## src/design/msx_config.svh

```systemverilog
// Build constants for the tape path and the DDR3 buffer port
// DDR3_CREDITS must fit the 3-bit credit counter
// CAS_IOCTL_INDEX is matched against the low 6 bits of the download index
`ifndef MSX_CONFIG_SVH
`define MSX_CONFIG_SVH

// Address widths
`define DDR3_ADDR_W     28
`define IOCTL_ADDR_W    27

// CAS file location in the download stream and in DDR3
`define CAS_IOCTL_INDEX 6'd5
`define CAS_BASE_ADDR   28'h1600000

// Reads allowed in flight on the DDR3 port
`define DDR3_CREDITS    4

// ce_5m39 pulses per tape bit
`define CAS_BIT_CE      4

`endif

```

## src/design/msx_pkg.sv

```systemverilog
// Shared types for the tape path, the DDR3 port and the video crop
// Vector widths come from the config header
package msx_pkg;

`include "msx_config.svh"

   // ====================
   // Vector types
   // ====================
   typedef logic [`DDR3_ADDR_W-1:0]  ddr3_addr_t;
   typedef logic [`IOCTL_ADDR_W-1:0] ioctl_addr_t;
   typedef logic [7:0]               byte_t;
   typedef logic [11:0]              hdmi_dim_t;
   typedef logic [11:0]              crop_t;
   typedef logic [11:0]              aspect_t;
   typedef logic [1:0]               ar_sel_t;
   typedef logic [2:0]               credit_t;

   // ====================
   // State machines
   // ====================
   typedef enum logic [1:0] {
      CAS_IDLE,
      CAS_FETCH,
      CAS_PLAY,
      CAS_END
   } cas_state_t;

   typedef enum logic [1:0] {
      ARB_CAS,
      ARB_DRAIN,
      ARB_DL
   } arb_owner_t;

   typedef enum logic {
      CAS_SRC_FILE,
      CAS_SRC_ADC
   } cas_src_t;

endpackage

```

## src/design/ddr3_arbiter.sv

```systemverilog
// DDR3 read port shared by the download engine and the cassette player
// The download engine must drop dl_request only after its own reads came back
// A read strobe seen without a credit is not issued and must be retried
// The player gets at most one read in flight
`timescale 1ns/10ps
`include "msx_config.svh"

module ddr3_arbiter (
   input  logic                clk21m,
   input  logic                rst,
   input  logic                dl_request,
   input  logic                dl_rd,
   input  msx_pkg::ddr3_addr_t dl_addr,
   input  logic                cas_rd,
   input  msx_pkg::ddr3_addr_t cas_addr,
   input  logic                ddr3_ready,
   output logic                dl_grant,
   output logic                dl_ready,
   output logic                cas_ready,
   output logic                ddr3_rd,
   output msx_pkg::ddr3_addr_t ddr3_addr
);
   import msx_pkg::*;

   localparam credit_t CREDITS_MAX = credit_t'(`DDR3_CREDITS);

   arb_owner_t owner;
   credit_t    credits;
   logic       have_credit;
   logic       cas_busy;

   assign have_credit = (credits != '0);

   // Read strobe and address follow the owner
   always_comb begin
      case (owner)
         ARB_DL:  ddr3_rd = dl_rd & have_credit;
         ARB_CAS: ddr3_rd = cas_rd & have_credit & ~cas_busy;
         default: ddr3_rd = 1'b0;
      endcase
   end

   assign ddr3_addr = (owner == ARB_DL) ? dl_addr : cas_addr;
   assign dl_grant  = (owner == ARB_DL);
   assign dl_ready  = ddr3_ready & (owner == ARB_DL);
   assign cas_ready = ddr3_ready & (owner != ARB_DL);

   // ====================
   // Ownership
   // ====================
   always_ff @(posedge clk21m) begin
      if (rst) begin
         owner <= ARB_CAS;
      end else begin
         case (owner)
            ARB_CAS: begin
               if (dl_request) owner <= ARB_DRAIN;
            end
            ARB_DRAIN: begin
               // Player reads still in flight must come home first
               if (!dl_request) owner <= ARB_CAS;
               else if (credits == CREDITS_MAX) owner <= ARB_DL;
            end
            ARB_DL: begin
               if (!dl_request) owner <= ARB_CAS;
            end
            default: owner <= ARB_CAS;
         endcase
      end
   end

   // ====================
   // Credits
   // ====================
   always_ff @(posedge clk21m) begin
      if (rst) begin
         credits  <= CREDITS_MAX;
         cas_busy <= 1'b0;
      end else begin
         case ({ddr3_rd, ddr3_ready})
            2'b10:   credits <= credits - 1'b1;
            2'b01:   credits <= credits + 1'b1;
            default: credits <= credits;
         endcase
         // Held cas_rd turns into a single read
         if (cas_ready) cas_busy <= 1'b0;
         else if (owner == ARB_CAS && ddr3_rd) cas_busy <= 1'b1;
      end
   end

endmodule

```

## src/design/cas_player.sv

```systemverilog
// CAS file player reading the downloaded image back from DDR3
// Bits leave MSB first, each held for CAS_BIT_CE ce_5m39 pulses
// motor is active low, and a running download acts as a rewind
// cas_rd is held until cas_ready, one byte in flight at a time
`timescale 1ns/10ps
`include "msx_config.svh"

module cas_player (
   input  logic                 clk21m,
   input  logic                 rst,
   input  logic                 ce_5m39,
   input  logic                 ioctl_download,
   input  logic [15:0]          ioctl_index,
   input  msx_pkg::ioctl_addr_t ioctl_addr,
   input  logic                 cas_rewind,
   input  logic                 motor,
   input  msx_pkg::cas_src_t    cas_src,
   input  logic                 tape_adc,
   input  logic                 tape_adc_act,
   input  logic                 cas_ready,
   input  msx_pkg::byte_t       ddr3_dout,
   output logic                 cas_rd,
   output msx_pkg::ddr3_addr_t  cas_addr,
   output logic                 cas_out,
   output logic                 cas_active
);
   import msx_pkg::*;

   localparam int              CE_W    = $clog2(`CAS_BIT_CE + 1);
   localparam logic [CE_W-1:0] CE_LAST = CE_W'(`CAS_BIT_CE - 1);

   cas_state_t      state;
   logic            is_cas;
   logic            is_cas_q;
   logic            loaded;
   logic            restart;
   ddr3_addr_t      dl_len;
   ddr3_addr_t      cas_len;
   ddr3_addr_t      rd_ptr;
   logic            rd_req;
   logic            rd_drop;
   logic            pf_valid;
   byte_t           pf_byte;
   byte_t           sh_byte;
   logic [2:0]      sh_cnt;
   logic [CE_W-1:0] ce_cnt;
   logic            bit_end;
   logic            more_data;
   logic            load_sh;
   logic            shift_sh;
   logic            file_bit;

   assign is_cas    = ioctl_download & (ioctl_index[5:0] == `CAS_IOCTL_INDEX);
   assign restart   = cas_rewind | is_cas;
   assign dl_len    = ddr3_addr_t'(ioctl_addr) + 1'b1;
   assign more_data = rd_req | (rd_ptr < cas_len);
   assign bit_end   = ce_5m39 & ~motor & (ce_cnt == CE_LAST);
   assign load_sh   = pf_valid & ~restart & ((state == CAS_FETCH) |
                      ((state == CAS_PLAY) & bit_end & (sh_cnt == 3'd0)));
   assign shift_sh  = (state == CAS_PLAY) & bit_end & (sh_cnt != 3'd0);

   assign cas_rd    = rd_req;
   assign cas_addr  = `CAS_BASE_ADDR + rd_ptr;
   assign file_bit  = cas_active & sh_byte[7];
   assign cas_out   = (cas_src == CAS_SRC_FILE) ? file_bit : (tape_adc & tape_adc_act);

   // ====================
   // Download tracking
   // ====================
   always_ff @(posedge clk21m) begin
      if (rst) begin
         is_cas_q <= 1'b0;
         loaded   <= 1'b0;
         cas_len  <= '0;
      end else begin
         is_cas_q <= is_cas;
         if (is_cas && !is_cas_q) begin
            loaded  <= 1'b0;
            cas_len <= dl_len;
         end else if (is_cas && dl_len > cas_len) begin
            cas_len <= dl_len;
         end
         if (!is_cas && is_cas_q) loaded <= 1'b1;
      end
   end

   // Prefetch byte and shift register
   always_ff @(posedge clk21m) begin
      if (cas_ready && !rd_drop) pf_byte <= ddr3_dout;
      if (load_sh) sh_byte <= pf_byte;
      else if (shift_sh) sh_byte <= {sh_byte[6:0], 1'b0};
   end

   // ====================
   // Fetch and playback
   // ====================
   always_ff @(posedge clk21m) begin
      if (rst) begin
         state      <= CAS_IDLE;
         rd_req     <= 1'b0;
         rd_drop    <= 1'b0;
         rd_ptr     <= '0;
         pf_valid   <= 1'b0;
         sh_cnt     <= '0;
         ce_cnt     <= '0;
         cas_active <= 1'b0;
      end else begin
         // A read cut by a rewind still returns and is thrown away
         if (rd_req) begin
            if (cas_ready) begin
               rd_req  <= 1'b0;
               rd_drop <= 1'b0;
               if (!rd_drop && !restart) begin
                  pf_valid <= 1'b1;
                  rd_ptr   <= rd_ptr + 1'b1;
               end
            end else if (restart) begin
               rd_drop <= 1'b1;
            end
         end else if (loaded && !restart && !pf_valid && rd_ptr < cas_len) begin
            rd_req <= 1'b1;
         end
         if (load_sh) pf_valid <= 1'b0;

         case (state)
            CAS_IDLE: begin
               if (loaded && !restart) state <= CAS_FETCH;
            end
            CAS_FETCH: begin
               // Last level stays on the tape while waiting
               if (load_sh) begin
                  state      <= CAS_PLAY;
                  sh_cnt     <= 3'd7;
                  ce_cnt     <= '0;
                  cas_active <= 1'b1;
               end else if (!more_data) begin
                  state      <= CAS_END;
                  cas_active <= 1'b0;
               end
            end
            CAS_PLAY: begin
               if (ce_5m39 && !motor) ce_cnt <= bit_end ? '0 : ce_cnt + 1'b1;
               if (bit_end) begin
                  if (sh_cnt != 3'd0) begin
                     sh_cnt <= sh_cnt - 1'b1;
                  end else if (load_sh) begin
                     sh_cnt <= 3'd7;
                  end else if (more_data) begin
                     state <= CAS_FETCH;
                  end else begin
                     state      <= CAS_END;
                     cas_active <= 1'b0;
                  end
               end
            end
            default: begin
               // End of tape until rewind or a new file
               cas_active <= 1'b0;
            end
         endcase

         if (restart) begin
            state      <= CAS_IDLE;
            cas_active <= 1'b0;
            rd_ptr     <= '0;
            pf_valid   <= 1'b0;
         end
      end
   end

endmodule

```

## src/design/video_crop.sv

```systemverilog
// Crop size and aspect values for the HDMI output
// All outputs are registered, one clock behind their inputs
// Crop applies only without the scandoubler
`timescale 1ns/10ps

module video_crop (
   input  logic               clk21m,
   input  logic               rst,
   input  msx_pkg::hdmi_dim_t hdmi_width,
   input  msx_pkg::hdmi_dim_t hdmi_height,
   input  logic               scandoubler,
   input  logic               vcrop_en,
   input  msx_pkg::ar_sel_t   ar,
   output msx_pkg::crop_t     crop_size,
   output msx_pkg::aspect_t   arx,
   output msx_pkg::aspect_t   ary
);
   import msx_pkg::*;

   logic [12:0] height_1p5;
   logic        wide_shape;
   logic        big_4x3;
   crop_t       vcrop;
   logic        wide;
   aspect_t     arx_next;
   aspect_t     ary_next;

   // Width at least 1.5 times height, kept in 13 bits
   assign height_1p5 = {1'b0, hdmi_height} + {2'b00, hdmi_height[11:1]};
   assign wide_shape = ({1'b0, hdmi_width} >= height_1p5);
   assign big_4x3    = (hdmi_width >= 12'd1440);

   always_comb begin
      vcrop = '0;
      wide  = 1'b0;
      if (!scandoubler) begin
         if (wide_shape) begin
            case (hdmi_height)
               12'd480, 12'd720, 12'd1200: vcrop = 12'd240;
               12'd600, 12'd800: begin
                  vcrop = 12'd200;
                  wide  = vcrop_en;
               end
               12'd768:  vcrop = 12'd256;
               12'd1080: vcrop = 12'd216;
               default:  vcrop = '0;
            endcase
         end else if (big_4x3) begin
            // 4:3 modes too tall for the first test
            case (hdmi_height)
               12'd1440: vcrop = 12'd240;
               12'd1536: vcrop = 12'd256;
               default:  vcrop = '0;
            endcase
         end
      end
   end

   always_comb begin
      case (ar)
         2'd0: begin
            arx_next = wide ? 12'd340 : 12'd400;
            ary_next = 12'd300;
         end
         2'd1: begin
            arx_next = '0;
            ary_next = '0;
         end
         default: begin
            // Custom aspect codes for the scaler
            arx_next = aspect_t'(ar) - 1'b1;
            ary_next = '0;
         end
      endcase
   end

   always_ff @(posedge clk21m) begin
      if (rst) begin
         crop_size <= '0;
         arx       <= '0;
         ary       <= '0;
      end else begin
         crop_size <= vcrop_en ? vcrop : '0;
         arx       <= arx_next;
         ary       <= ary_next;
      end
   end

endmodule

```

## src/design/msx_tape_top.sv

```systemverilog
// Cassette path, shared DDR3 read port and HDMI crop selection
// The download engine and the DDR3 buffer sit outside this block
// Read data goes to both requesters unchanged
`timescale 1ns/10ps

module msx_tape_top (
   input  logic                 clk21m,
   input  logic                 rst,
   input  logic                 ce_5m39,
   input  logic                 ioctl_download,
   input  logic [15:0]          ioctl_index,
   input  msx_pkg::ioctl_addr_t ioctl_addr,
   input  logic                 cas_rewind,
   input  logic                 motor,
   input  msx_pkg::cas_src_t    cas_src,
   input  logic                 tape_adc,
   input  logic                 tape_adc_act,
   input  logic                 dl_request,
   input  logic                 dl_rd,
   input  msx_pkg::ddr3_addr_t  dl_addr,
   output logic                 dl_grant,
   output logic                 dl_ready,
   output logic                 ddr3_rd,
   output msx_pkg::ddr3_addr_t  ddr3_addr,
   input  msx_pkg::byte_t       ddr3_dout,
   input  logic                 ddr3_ready,
   output msx_pkg::byte_t       dl_dout,
   output logic                 cas_out,
   output logic                 cas_active,
   input  msx_pkg::hdmi_dim_t   hdmi_width,
   input  msx_pkg::hdmi_dim_t   hdmi_height,
   input  logic                 scandoubler,
   input  logic                 vcrop_en,
   input  msx_pkg::ar_sel_t     ar,
   output msx_pkg::crop_t       crop_size,
   output msx_pkg::aspect_t     arx,
   output msx_pkg::aspect_t     ary
);

   // Player side of the arbiter
   logic                cas_rd;
   msx_pkg::ddr3_addr_t cas_addr;
   logic                cas_ready;

   assign dl_dout = ddr3_dout;

   ddr3_arbiter arbiter_i (
      .clk21m     (clk21m),
      .rst        (rst),
      .dl_request (dl_request),
      .dl_rd      (dl_rd),
      .dl_addr    (dl_addr),
      .cas_rd     (cas_rd),
      .cas_addr   (cas_addr),
      .ddr3_ready (ddr3_ready),
      .dl_grant   (dl_grant),
      .dl_ready   (dl_ready),
      .cas_ready  (cas_ready),
      .ddr3_rd    (ddr3_rd),
      .ddr3_addr  (ddr3_addr)
   );

   cas_player player_i (
      .clk21m         (clk21m),
      .rst            (rst),
      .ce_5m39        (ce_5m39),
      .ioctl_download (ioctl_download),
      .ioctl_index    (ioctl_index),
      .ioctl_addr     (ioctl_addr),
      .cas_rewind     (cas_rewind),
      .motor          (motor),
      .cas_src        (cas_src),
      .tape_adc       (tape_adc),
      .tape_adc_act   (tape_adc_act),
      .cas_ready      (cas_ready),
      .ddr3_dout      (ddr3_dout),
      .cas_rd         (cas_rd),
      .cas_addr       (cas_addr),
      .cas_out        (cas_out),
      .cas_active     (cas_active)
   );

   video_crop crop_i (
      .clk21m      (clk21m),
      .rst         (rst),
      .hdmi_width  (hdmi_width),
      .hdmi_height (hdmi_height),
      .scandoubler (scandoubler),
      .vcrop_en    (vcrop_en),
      .ar          (ar),
      .crop_size   (crop_size),
      .arx         (arx),
      .ary         (ary)
   );

endmodule

```

## config.mk

```make
export PLATFORM = sky130hd
export DESIGN_NAME = msx_tape_top
export DESIGN_NICKNAME = d
export VERILOG_FILES = /design/src/design/msx_pkg.sv /design/src/design/ddr3_arbiter.sv /design/src/design/cas_player.sv /design/src/design/video_crop.sv /design/src/design/msx_tape_top.sv
export VERILOG_INCLUDE_DIRS = /design/src /design/src/design
export SDC_FILE = /design/constraint.sdc
export NUM_CORES = 1
export LEC_CHECK = 0
export BUFFER_PORTS_ARGS = -buffer_cell sky130_fd_sc_hd__clkbuf_2
export CAP_MARGIN = 0
export CORE_ASPECT_RATIO = 1.4
export CORE_UTILIZATION = 50
export CTS_CLUSTER_SIZE = 10
export DETAILED_ROUTE_END_ITERATION = 8
export MAX_ROUTING_LAYER = met4
export PLACE_DENSITY = 0.76
export SKIP_LAST_GASP = 1
export SLEW_MARGIN = 30
export SYNTH_ARGS = -nofsm -noshare
export SYNTH_HDL_FRONTEND = slang
export SYNTH_SLANG_ARGS = --single-unit
```

## constraint.sdc

```tcl
create_clock -name clk21m -period 5.05 [get_ports clk21m]
set_input_delay 0.2525 -clock clk21m [delete_from_list [all_inputs] [get_ports clk21m]]
set_output_delay 0.2525 -clock clk21m [all_outputs]
set_load 0.05 [all_outputs]
```

==> results by group, run 1 <==
Run status
  – Status: complete, no violations

Place
  – DP Area: about 0.0086 sq mm
  – Number of I/O port buffers: 171
  – Dpl cells: 1,271
  – Hpwl dp: 13.67 mm
  – Pre-CTS setup slack: 1110 ps
  – Gpl congestion: 0.8132

Die
  – Die span in x: approximately 110 microns
  – Num ports: 196
  – Initial Utilization: 0.5153
  – Chip Height: 149.7 microns
  – Core Rows: 53
  – Die area: between 0.015 and 0.02 sq mm
  – Placeable core area: 0.01512 sq mm

Logic synthesis
  – Ys flop type: dfxtp_1
  – Post-synthesis instance area: 0.007791 sq mm
  – Synth Warn #: 0
  – Post-Syn Instances: 945
  – Yosys reg bits: 103
  – Number of synthesized flops with an enable pin: 16
  – Netlist cell types: 67
  – Synth async-reset ratio: 0
  – Post-synthesis sequential area ratio: 0.2852
  – Mean Syn Cell Area: 8.245 sq um

STA
  – Worst setup margin: 1410 ps
  – Fmax: 274.7 MHz
  – Final setup violation count: 0
  – Unrepaired setup endpoints after global routing: no
  – Setup TNS Final: 0 ps
  – Fin. Hold Viols: 0
  – Tmin final: 3640 ps
  – Max-slew violations: 0
  – Setup Skew: 9.938 ps
  – Worst slew pin tran: 908.6 ps
  – Rel. slew slack: 0.3857
  – Fin crit share: 0.7207

Clocking
  – Clock Path Buffers: 2
  – Post_cts resized: 0
  – Hold buffer count at CTS: 0
  – Clock Pin Slew Worst Setup and Hold Paths: 70 ps
  – Clock sinks: 103
  – CTS root buf: clkbuf_16
  – CTS tree: yes
  – # Post-CTS Setup Buffers: 0
  – Clk_lat worst skew: 350 ps
  – CTS Buf Count: 9
  – H-tree levels: 3

Setup path
  – CP arrival: 3850 ps
  – Critical path class: input port to register
  – CP Launch Type: input port
  – Crit path max fanout: 16
  – Required time of the critical path: 5260 ps
  – Worst Setup End Kind: register

Power and ir drop
  – Lkg Pwr: 4.031 nW
  – Worst VDD drop: about 0.16 mV
  – Power consumption: 1.973 mW
  – Power per Cell Area: 220.1 mW/mm^2

GRT
  – Overall Global Routing Usage: 0.2177
  – Vias in the first global route: 6,328
  – Initial antenna violation count: 0
  – Gr ovfl total: 0
  – Largest net degree at the start of global routing: 51
  – First-pass GRT wire length: 27.66 mm

Finish
  – Area of the multi-input gates: 0.005045 sq mm
  – Non-Filler Instances: 1,287
  – Design area: 0.008965 sq mm
  – Fillers: 1,386
  – Most frequent cells in the layout: clkbuf_2, nand2_1, nor2_1
  – P&R area growth vs syn: 15.06%
  – Number of nets in the layout: 1,318
  – Layout cell share with drive strength beyond 1: 0.1927
  – Register Area: 0.002222 sq mm
  – Antenna diodes: 0
  – Commonest non-fill, non-tap cell in the layout: clkbuf_2

Min path
  – Worst Hold Class: input port to register

Route
  – First DRT Iteration DRCs: 196
  – Vias: 6,735
  – Final WL: 16.69 mm
  – Drt pass-1 iters: 4
  – Via density: 5.233
  – Routed length per instance: 12.97 microns
  – Antenna-violating nets left: 0
  – Drt drc: 0

Run
  – Max-Cap Viols: 0
path summary, 6_finish.rpt:
| check | to | startpoint | cells past startpoint | slack (ps) |
|---|---|---|---|---|
| worst min register to register | player_i.ce_cnt[1] | player_i.ce_cnt[1] | 2 | 480 |
| worst min-delay path | crop_i.arx[0] | ar[0] | 2 | 90 |
| worst max register to register | player_i.cas_len[10] | player_i.cas_len[3] | 10 | 2330 |
| worst max-delay path | player_i.cas_len[10] | ioctl_addr[0] | 15 | 1410 |
layout make-up:
type                       count  area share
inverter                      64     0.02680
timing repair buffer         175      0.1002
sequential                   103      0.2479
tap                          192     0.02680
clock inverter                 7     0.01047
multi-input combinational    737      0.5627
clock buffer                   9     0.02512
cells in the mapped netlist, drive strengths merged (3+ instances only):
cell | n | area [sq um]
a211oi | 9 | 72.57
a21o | 6 | 45.04
a21oi | 41 | 205.2
a221oi | 3 | 26.28
a31oi | 8 | 50.05
and2 | 3 | 18.77
and3 | 8 | 50.05
and4 | 4 | 35.03
buf | 38 | 284.0
clkbuf | 17 | 63.81
dfxtp | 87 | 1742
edfxtp | 16 | 480.5
ha | 107 | 1339
inv | 63 | 236.5
mux2 | 7 | 78.83
mux2i | 31 | 310.3
nand2 | 119 | 446.7
nand2b | 7 | 43.79
nand3 | 33 | 165.2
nand4 | 20 | 140.1
nor2 | 114 | 430.4
nor2b | 5 | 31.28
nor3 | 21 | 105.1
nor3b | 4 | 35.03
nor4 | 7 | 43.79
o211a | 3 | 30.03
o211ai | 8 | 60.06
o21a | 4 | 30.03
o21ai | 37 | 185.2
o31ai | 5 | 37.54
or2 | 4 | 25.03
or3 | 8 | 50.05
xnor2 | 24 | 210.2
xor2 | 41 | 359.1
power breakdown:
part	switching (mW)	leakage, nW	internal (mW)
logic	0.239	3.02	0.141
registers	0.00848	0.854	0.843
clock network	0.306	0.154	0.435
total	0.554	4.03	1.42
worst max-delay path, stage by stage:
cell and delay (ps):
clkbuf_2 130, ha_1 220, nand4_1 180, or3_1 540, nor4_1 330, xor2_1 270
ha_1 310, nand3_1 90, nor3_1 60, a31oi_1 240, nand3_1 150, o21ai_4 540
buf_12 250, mux2i_1 220, nor2_1 70
routing by layer:
metal	vias to the layer above	track usage	wire length, microns
met5	-	-	0
met4	0	0.05616	176
met3	10	0.02918	552
met2	144	0.3958	8549
met1	3044	0.2482	7410
li1	3537	-	-
state kept, by name (all words and copies together) (netlist names), 2 cells and up:
name               cells
player_i.state         2
crop_i.crop_size       5
player_i.ce_cnt        3
player_i.rd_ptr       28
player_i.sh_byte       8
player_i.cas_len      28
player_i.sh_cnt        3
player_i.pf_byte       8
crop_i.arx             6
arbiter_i.owner        2
arbiter_i.credits      3
through the flow:
stage / util / hold WS, ps
5_1_grt: 0.5929 / 99.27
4_1_cts: 0.5929 / 81.63
6_report: 0.5929 / 89.20
2_1_floorplan: - / 328.6
3_5_place_dp: 0.5718 / 451.2
3_3_place_gp: 0.5718 / 447.0
logic make-up after synthesis:
logic type | count (synthesis) | synth area share
AO/OA/AOI/OAI | 140 | 0.1134
XOR/XNOR | 65 | 0.07307
adder cells (fa/ha/maj) | 109 | 0.1770
buffers and inverters | 119 | 0.07548
flip-flops | 103 | 0.2852
multiplexers | 38 | 0.04994
other | 1 | 0.0004813
AND/OR/NAND/NOR | 370 | 0.2255
Note: power is estimated with default switching activity, not from simulation.
==> run 2, diff against run 1 <==
--- a/config.mk
+++ b/config.mk
@@ -6,6 +6,7 @@
 export SDC_FILE = /design/constraint.sdc
 export NUM_CORES = 1
 export LEC_CHECK = 0
+export ABC_AREA = 1
 export BUFFER_PORTS_ARGS = -buffer_cell sky130_fd_sc_hd__clkbuf_2
 export CAP_MARGIN = 0
 export CORE_ASPECT_RATIO = 1.4
@@ -13,7 +14,7 @@
 export CTS_CLUSTER_SIZE = 10
 export DETAILED_ROUTE_END_ITERATION = 8
 export MAX_ROUTING_LAYER = met4
-export PLACE_DENSITY = 0.76
+export PLACE_DENSITY = 0.75
 export SKIP_LAST_GASP = 1
 export SLEW_MARGIN = 30
 export SYNTH_ARGS = -nofsm -noshare
==> constraint.sdc (replaced) <==
create_clock -name clk21m -period 3.4 [get_ports clk21m]
set_input_delay 0.17 -clock clk21m [delete_from_list [all_inputs] [get_ports clk21m]]
set_output_delay 0.17 -clock clk21m [all_outputs]
set_load 0.05 [all_outputs]
==> run 2 against run 1 <==
Clock power rose by 36%. Clock skew up 2.1 ps. Critical path type unchanged. Hold slack got worse by 83 ps. Count of clock-buffer cells in the layout rose by 1. Sequential power up 48%. Cell count increased by 25%. Synthesized area rose by 9.5%. Combinational power increased by 56%. Non-clock buffer count rose by 9. Largest cell class unchanged.
==> results by group, run 2 <==
Logic synthesis
  – Ys flop type: dfxtp_1
  – Post-synthesis instance area: 0.008528 sq mm
  – Mean Syn Cell Area: 6.839 sq um
  – Yosys reg bits: 103
  – Netlist cell types: 50
  – Synth async-reset ratio: 0
  – Top post-synthesis cells by area: dfxtp_1, ha_1, nand2_1, inv_1, a21oi_1
  – Synth Warn #: 0
  – Number of synthesized flops with an enable pin: 16
  – Post-synthesis sequential area ratio: 0.2606
  – Most repeated cell in the gate-level netlist after synthesis: nand2_1
  – Yosys top cell by area: dfxtp_1
  – Synth top area share: 0.2042
  – Post-Syn Instances: 1,247
  – Commonest cells in the netlist: nand2_1, inv_1, ha_1

Route
  – Via density: 5.136
  – Drt drc: 0
  – Final WL: 20.95 mm
  – Routed length per instance: 13.05 microns
  – Vias: 8,248
  – First DRT Iteration DRCs: 451
  – Drt pass-1 iters: 5
  – Antenna-violating nets left: 0

Die
  – Chip Height: 156.5 microns
  – Die span in x: roughly 110 microns
  – Initial Utilization: 0.5093
  – Placeable core area: 0.01675 sq mm
  – Core Rows: 56
  – Die area: 0.01759 sq mm
  – Num ports: 196

Place
  – Gpl congestion: approximately 0.9
  – Hpwl dp: 17.24 mm
  – Number of I/O port buffers: roughly 170

Setup path
  – Crit-path slowest cell: ha_1
  – Slowest stage delay, CP: approximately 240 ps
  – CP arrival: 2970 ps
  – Worst Setup End Kind: register
  – CP Launch Type: input port
  – Crit path max fanout: 17
  – Required time of the critical path: ~3700 ps
  – Crit. Startpoint: ioctl_addr[0]
  – Crit path cell chain: clkbuf_2, inv_1, nor2_4, nand2_2, nor2_2, nand2_1, nor3_1, nand4_1, nor3_1, nand3_1, nor2_1, ha_1, a21oi_1, o21ai_0, a21o_1, nor2_1, nand2_1, nand2_1, buf_4, nand3_1, nand2_1, nor2_1
  – Critical path class: input port to register
  – R2R Path Start: arbiter_i.owner[0]
  – Cell mode on critical path: nand2_1

GRT
  – Overall Global Routing Usage: 0.2463
  – Initial antenna violation count: 0
  – Gr ovfl total: 0
  – Vias in the first global route: ~7,500
  – First-pass GRT wire length: 33.82 mm
  – Largest net degree at the start of global routing: 51

STA
  – Setup Skew: 12.00 ps
  – Rel. slew slack: 0.5546
  – Fin crit share: 0.8006
  – Fin. Hold Viols: 0
  – Max-slew violations: 0
  – Worst slew pin tran: between 600 and 700 ps
  – Fmax: approximately 370 MHz
  – Final setup violation count: 0
  – Tmin final: roughly 2700 ps
  – Unrepaired setup endpoints after global routing: no
  – Setup TNS Final: 0 ps

Power and ir drop
  – Power per Cell Area: 294.7 mW/mm^2
  – Worst VDD drop: ~0.23 mV
  – Lkg Pwr: roughly 4.6 nW
  – Power consumption: 2.869 mW

Clocking
  – Clock Pin Slew Worst Setup and Hold Paths: 80 ps
  – H-tree levels: 3
  – CTS tree: yes
  – Hold buffer count at CTS: 5
  – Post_cts resized: 0
  – # Post-CTS Setup Buffers: 0
  – Clk_lat worst skew: roughly 360 ps
  – Clock Path Buffers: 2
  – CTS Buf Count: 9
  – Clock sinks: ~100
  – CTS root buf: clkbuf_16

Finish
  – Most frequent cells in the layout: nand2_1, inv_1, clkbuf_2
  – Number of nets in the layout: roughly 1,600
  – Top flop regs: player_i.cas_len (28), player_i.rd_ptr (28)
  – Register Area: 0.002222 sq mm
  – Layout cell share with drive strength beyond 1: 0.1604
  – Area of the multi-input gates: 0.005285 sq mm
  – Antenna diodes: 0
  – Fillers: 1,662
  – Commonest non-fill, non-tap cell in the layout: nand2_1
  – P&R area growth vs syn: 14.17%

Run
  – Max-Cap Viols: 0

Min path
  – HP Start: ddr3_dout[2]
  – Worst Hold Class: input port to register

Run status
  – Status: complete, no violations
## run 2: layer usage
layer  GRT usage  part of all wire  vias up
met1      0.2617              0.42     3708
met5           -                 0        -
met2      0.4608              0.52      189
met3     0.02789             0.029       44
li1            -                 -     4307
met4      0.1035             0.031        0
## run 2: where the power goes
| part | leakage (nW) | internal (mW) | total (mW) | switching [mW] |
|---|---|---|---|---|
| logic | 3.64 | 0.204 | 0.594 | 0.389 |
| registers | 0.853 | 1.25 | 1.26 | 0.0103 |
| clock network | 0.141 | 0.513 | 1.01 | 0.502 |
| total | 4.64 | 1.97 | 2.87 | 0.901 |
## run 2: worst max-delay path: cells and delay by family
family,cells,cell delay [ps]
adders and majority gates,1,240
buffers and inverters,3,450
and+or+nand+nor,15,1690
AOI/OAI and AO/OA,3,410
## run 2: worst paths after layout
| kind | slack (ps) | end | cells after the start |
|---|---|---|---|
| max reg2reg | 980 | player_i.rd_ptr[10] | 11 |
| min reg2reg | 470 | player_i.sh_cnt[2] | 2 |
| max | 680 | player_i.cas_len[27] | 22 |
| min | 7 | player_i.pf_byte[2] | 1 |
## run 2: cell families (layout without fill, tap and decap cells)
group                      count (synthesis)  count (layout)  synth area share
other                                      1              15         0.0004397
and+or+nand+nor                          560             560            0.2895
DFF                                      103             103            0.2606
AOI/OAI and AO/OA                        180             180            0.1112
xor gates and xnor gates                  48              48           0.05018
adders and majority gates                109             109            0.1617
buffers and inverters                    246             388            0.1265
## run 2: layout make-up
class | instances | share of cell area
Multi-Input combinational cell | 912 | 0.5428
Sequential cell | 103 | 0.2282
Timing Repair Buffer | 184 | 0.1013
Inverter | 188 | 0.07247
Tap cell | 203 | 0.02609
Clock buffer | 10 | 0.02352
Clock inverter | 6 | 0.005654
## run 2: stage by stage
stage	instance area (sq um)	hold slack, ps	worst slack, ps	utilization	cells
after floorplan	8581	242.0	804.7	-	1261
final	9737	6.648	678.0	0.5814	1606
after CTS	9709	3.114	466.8	0.5798	1605
after detailed placement	9375	364.2	287.6	0.5598	1584
after global placement	9375	365.5	266.9	0.5598	1584
after global routing	9737	1.074	251.8	0.5814	1606
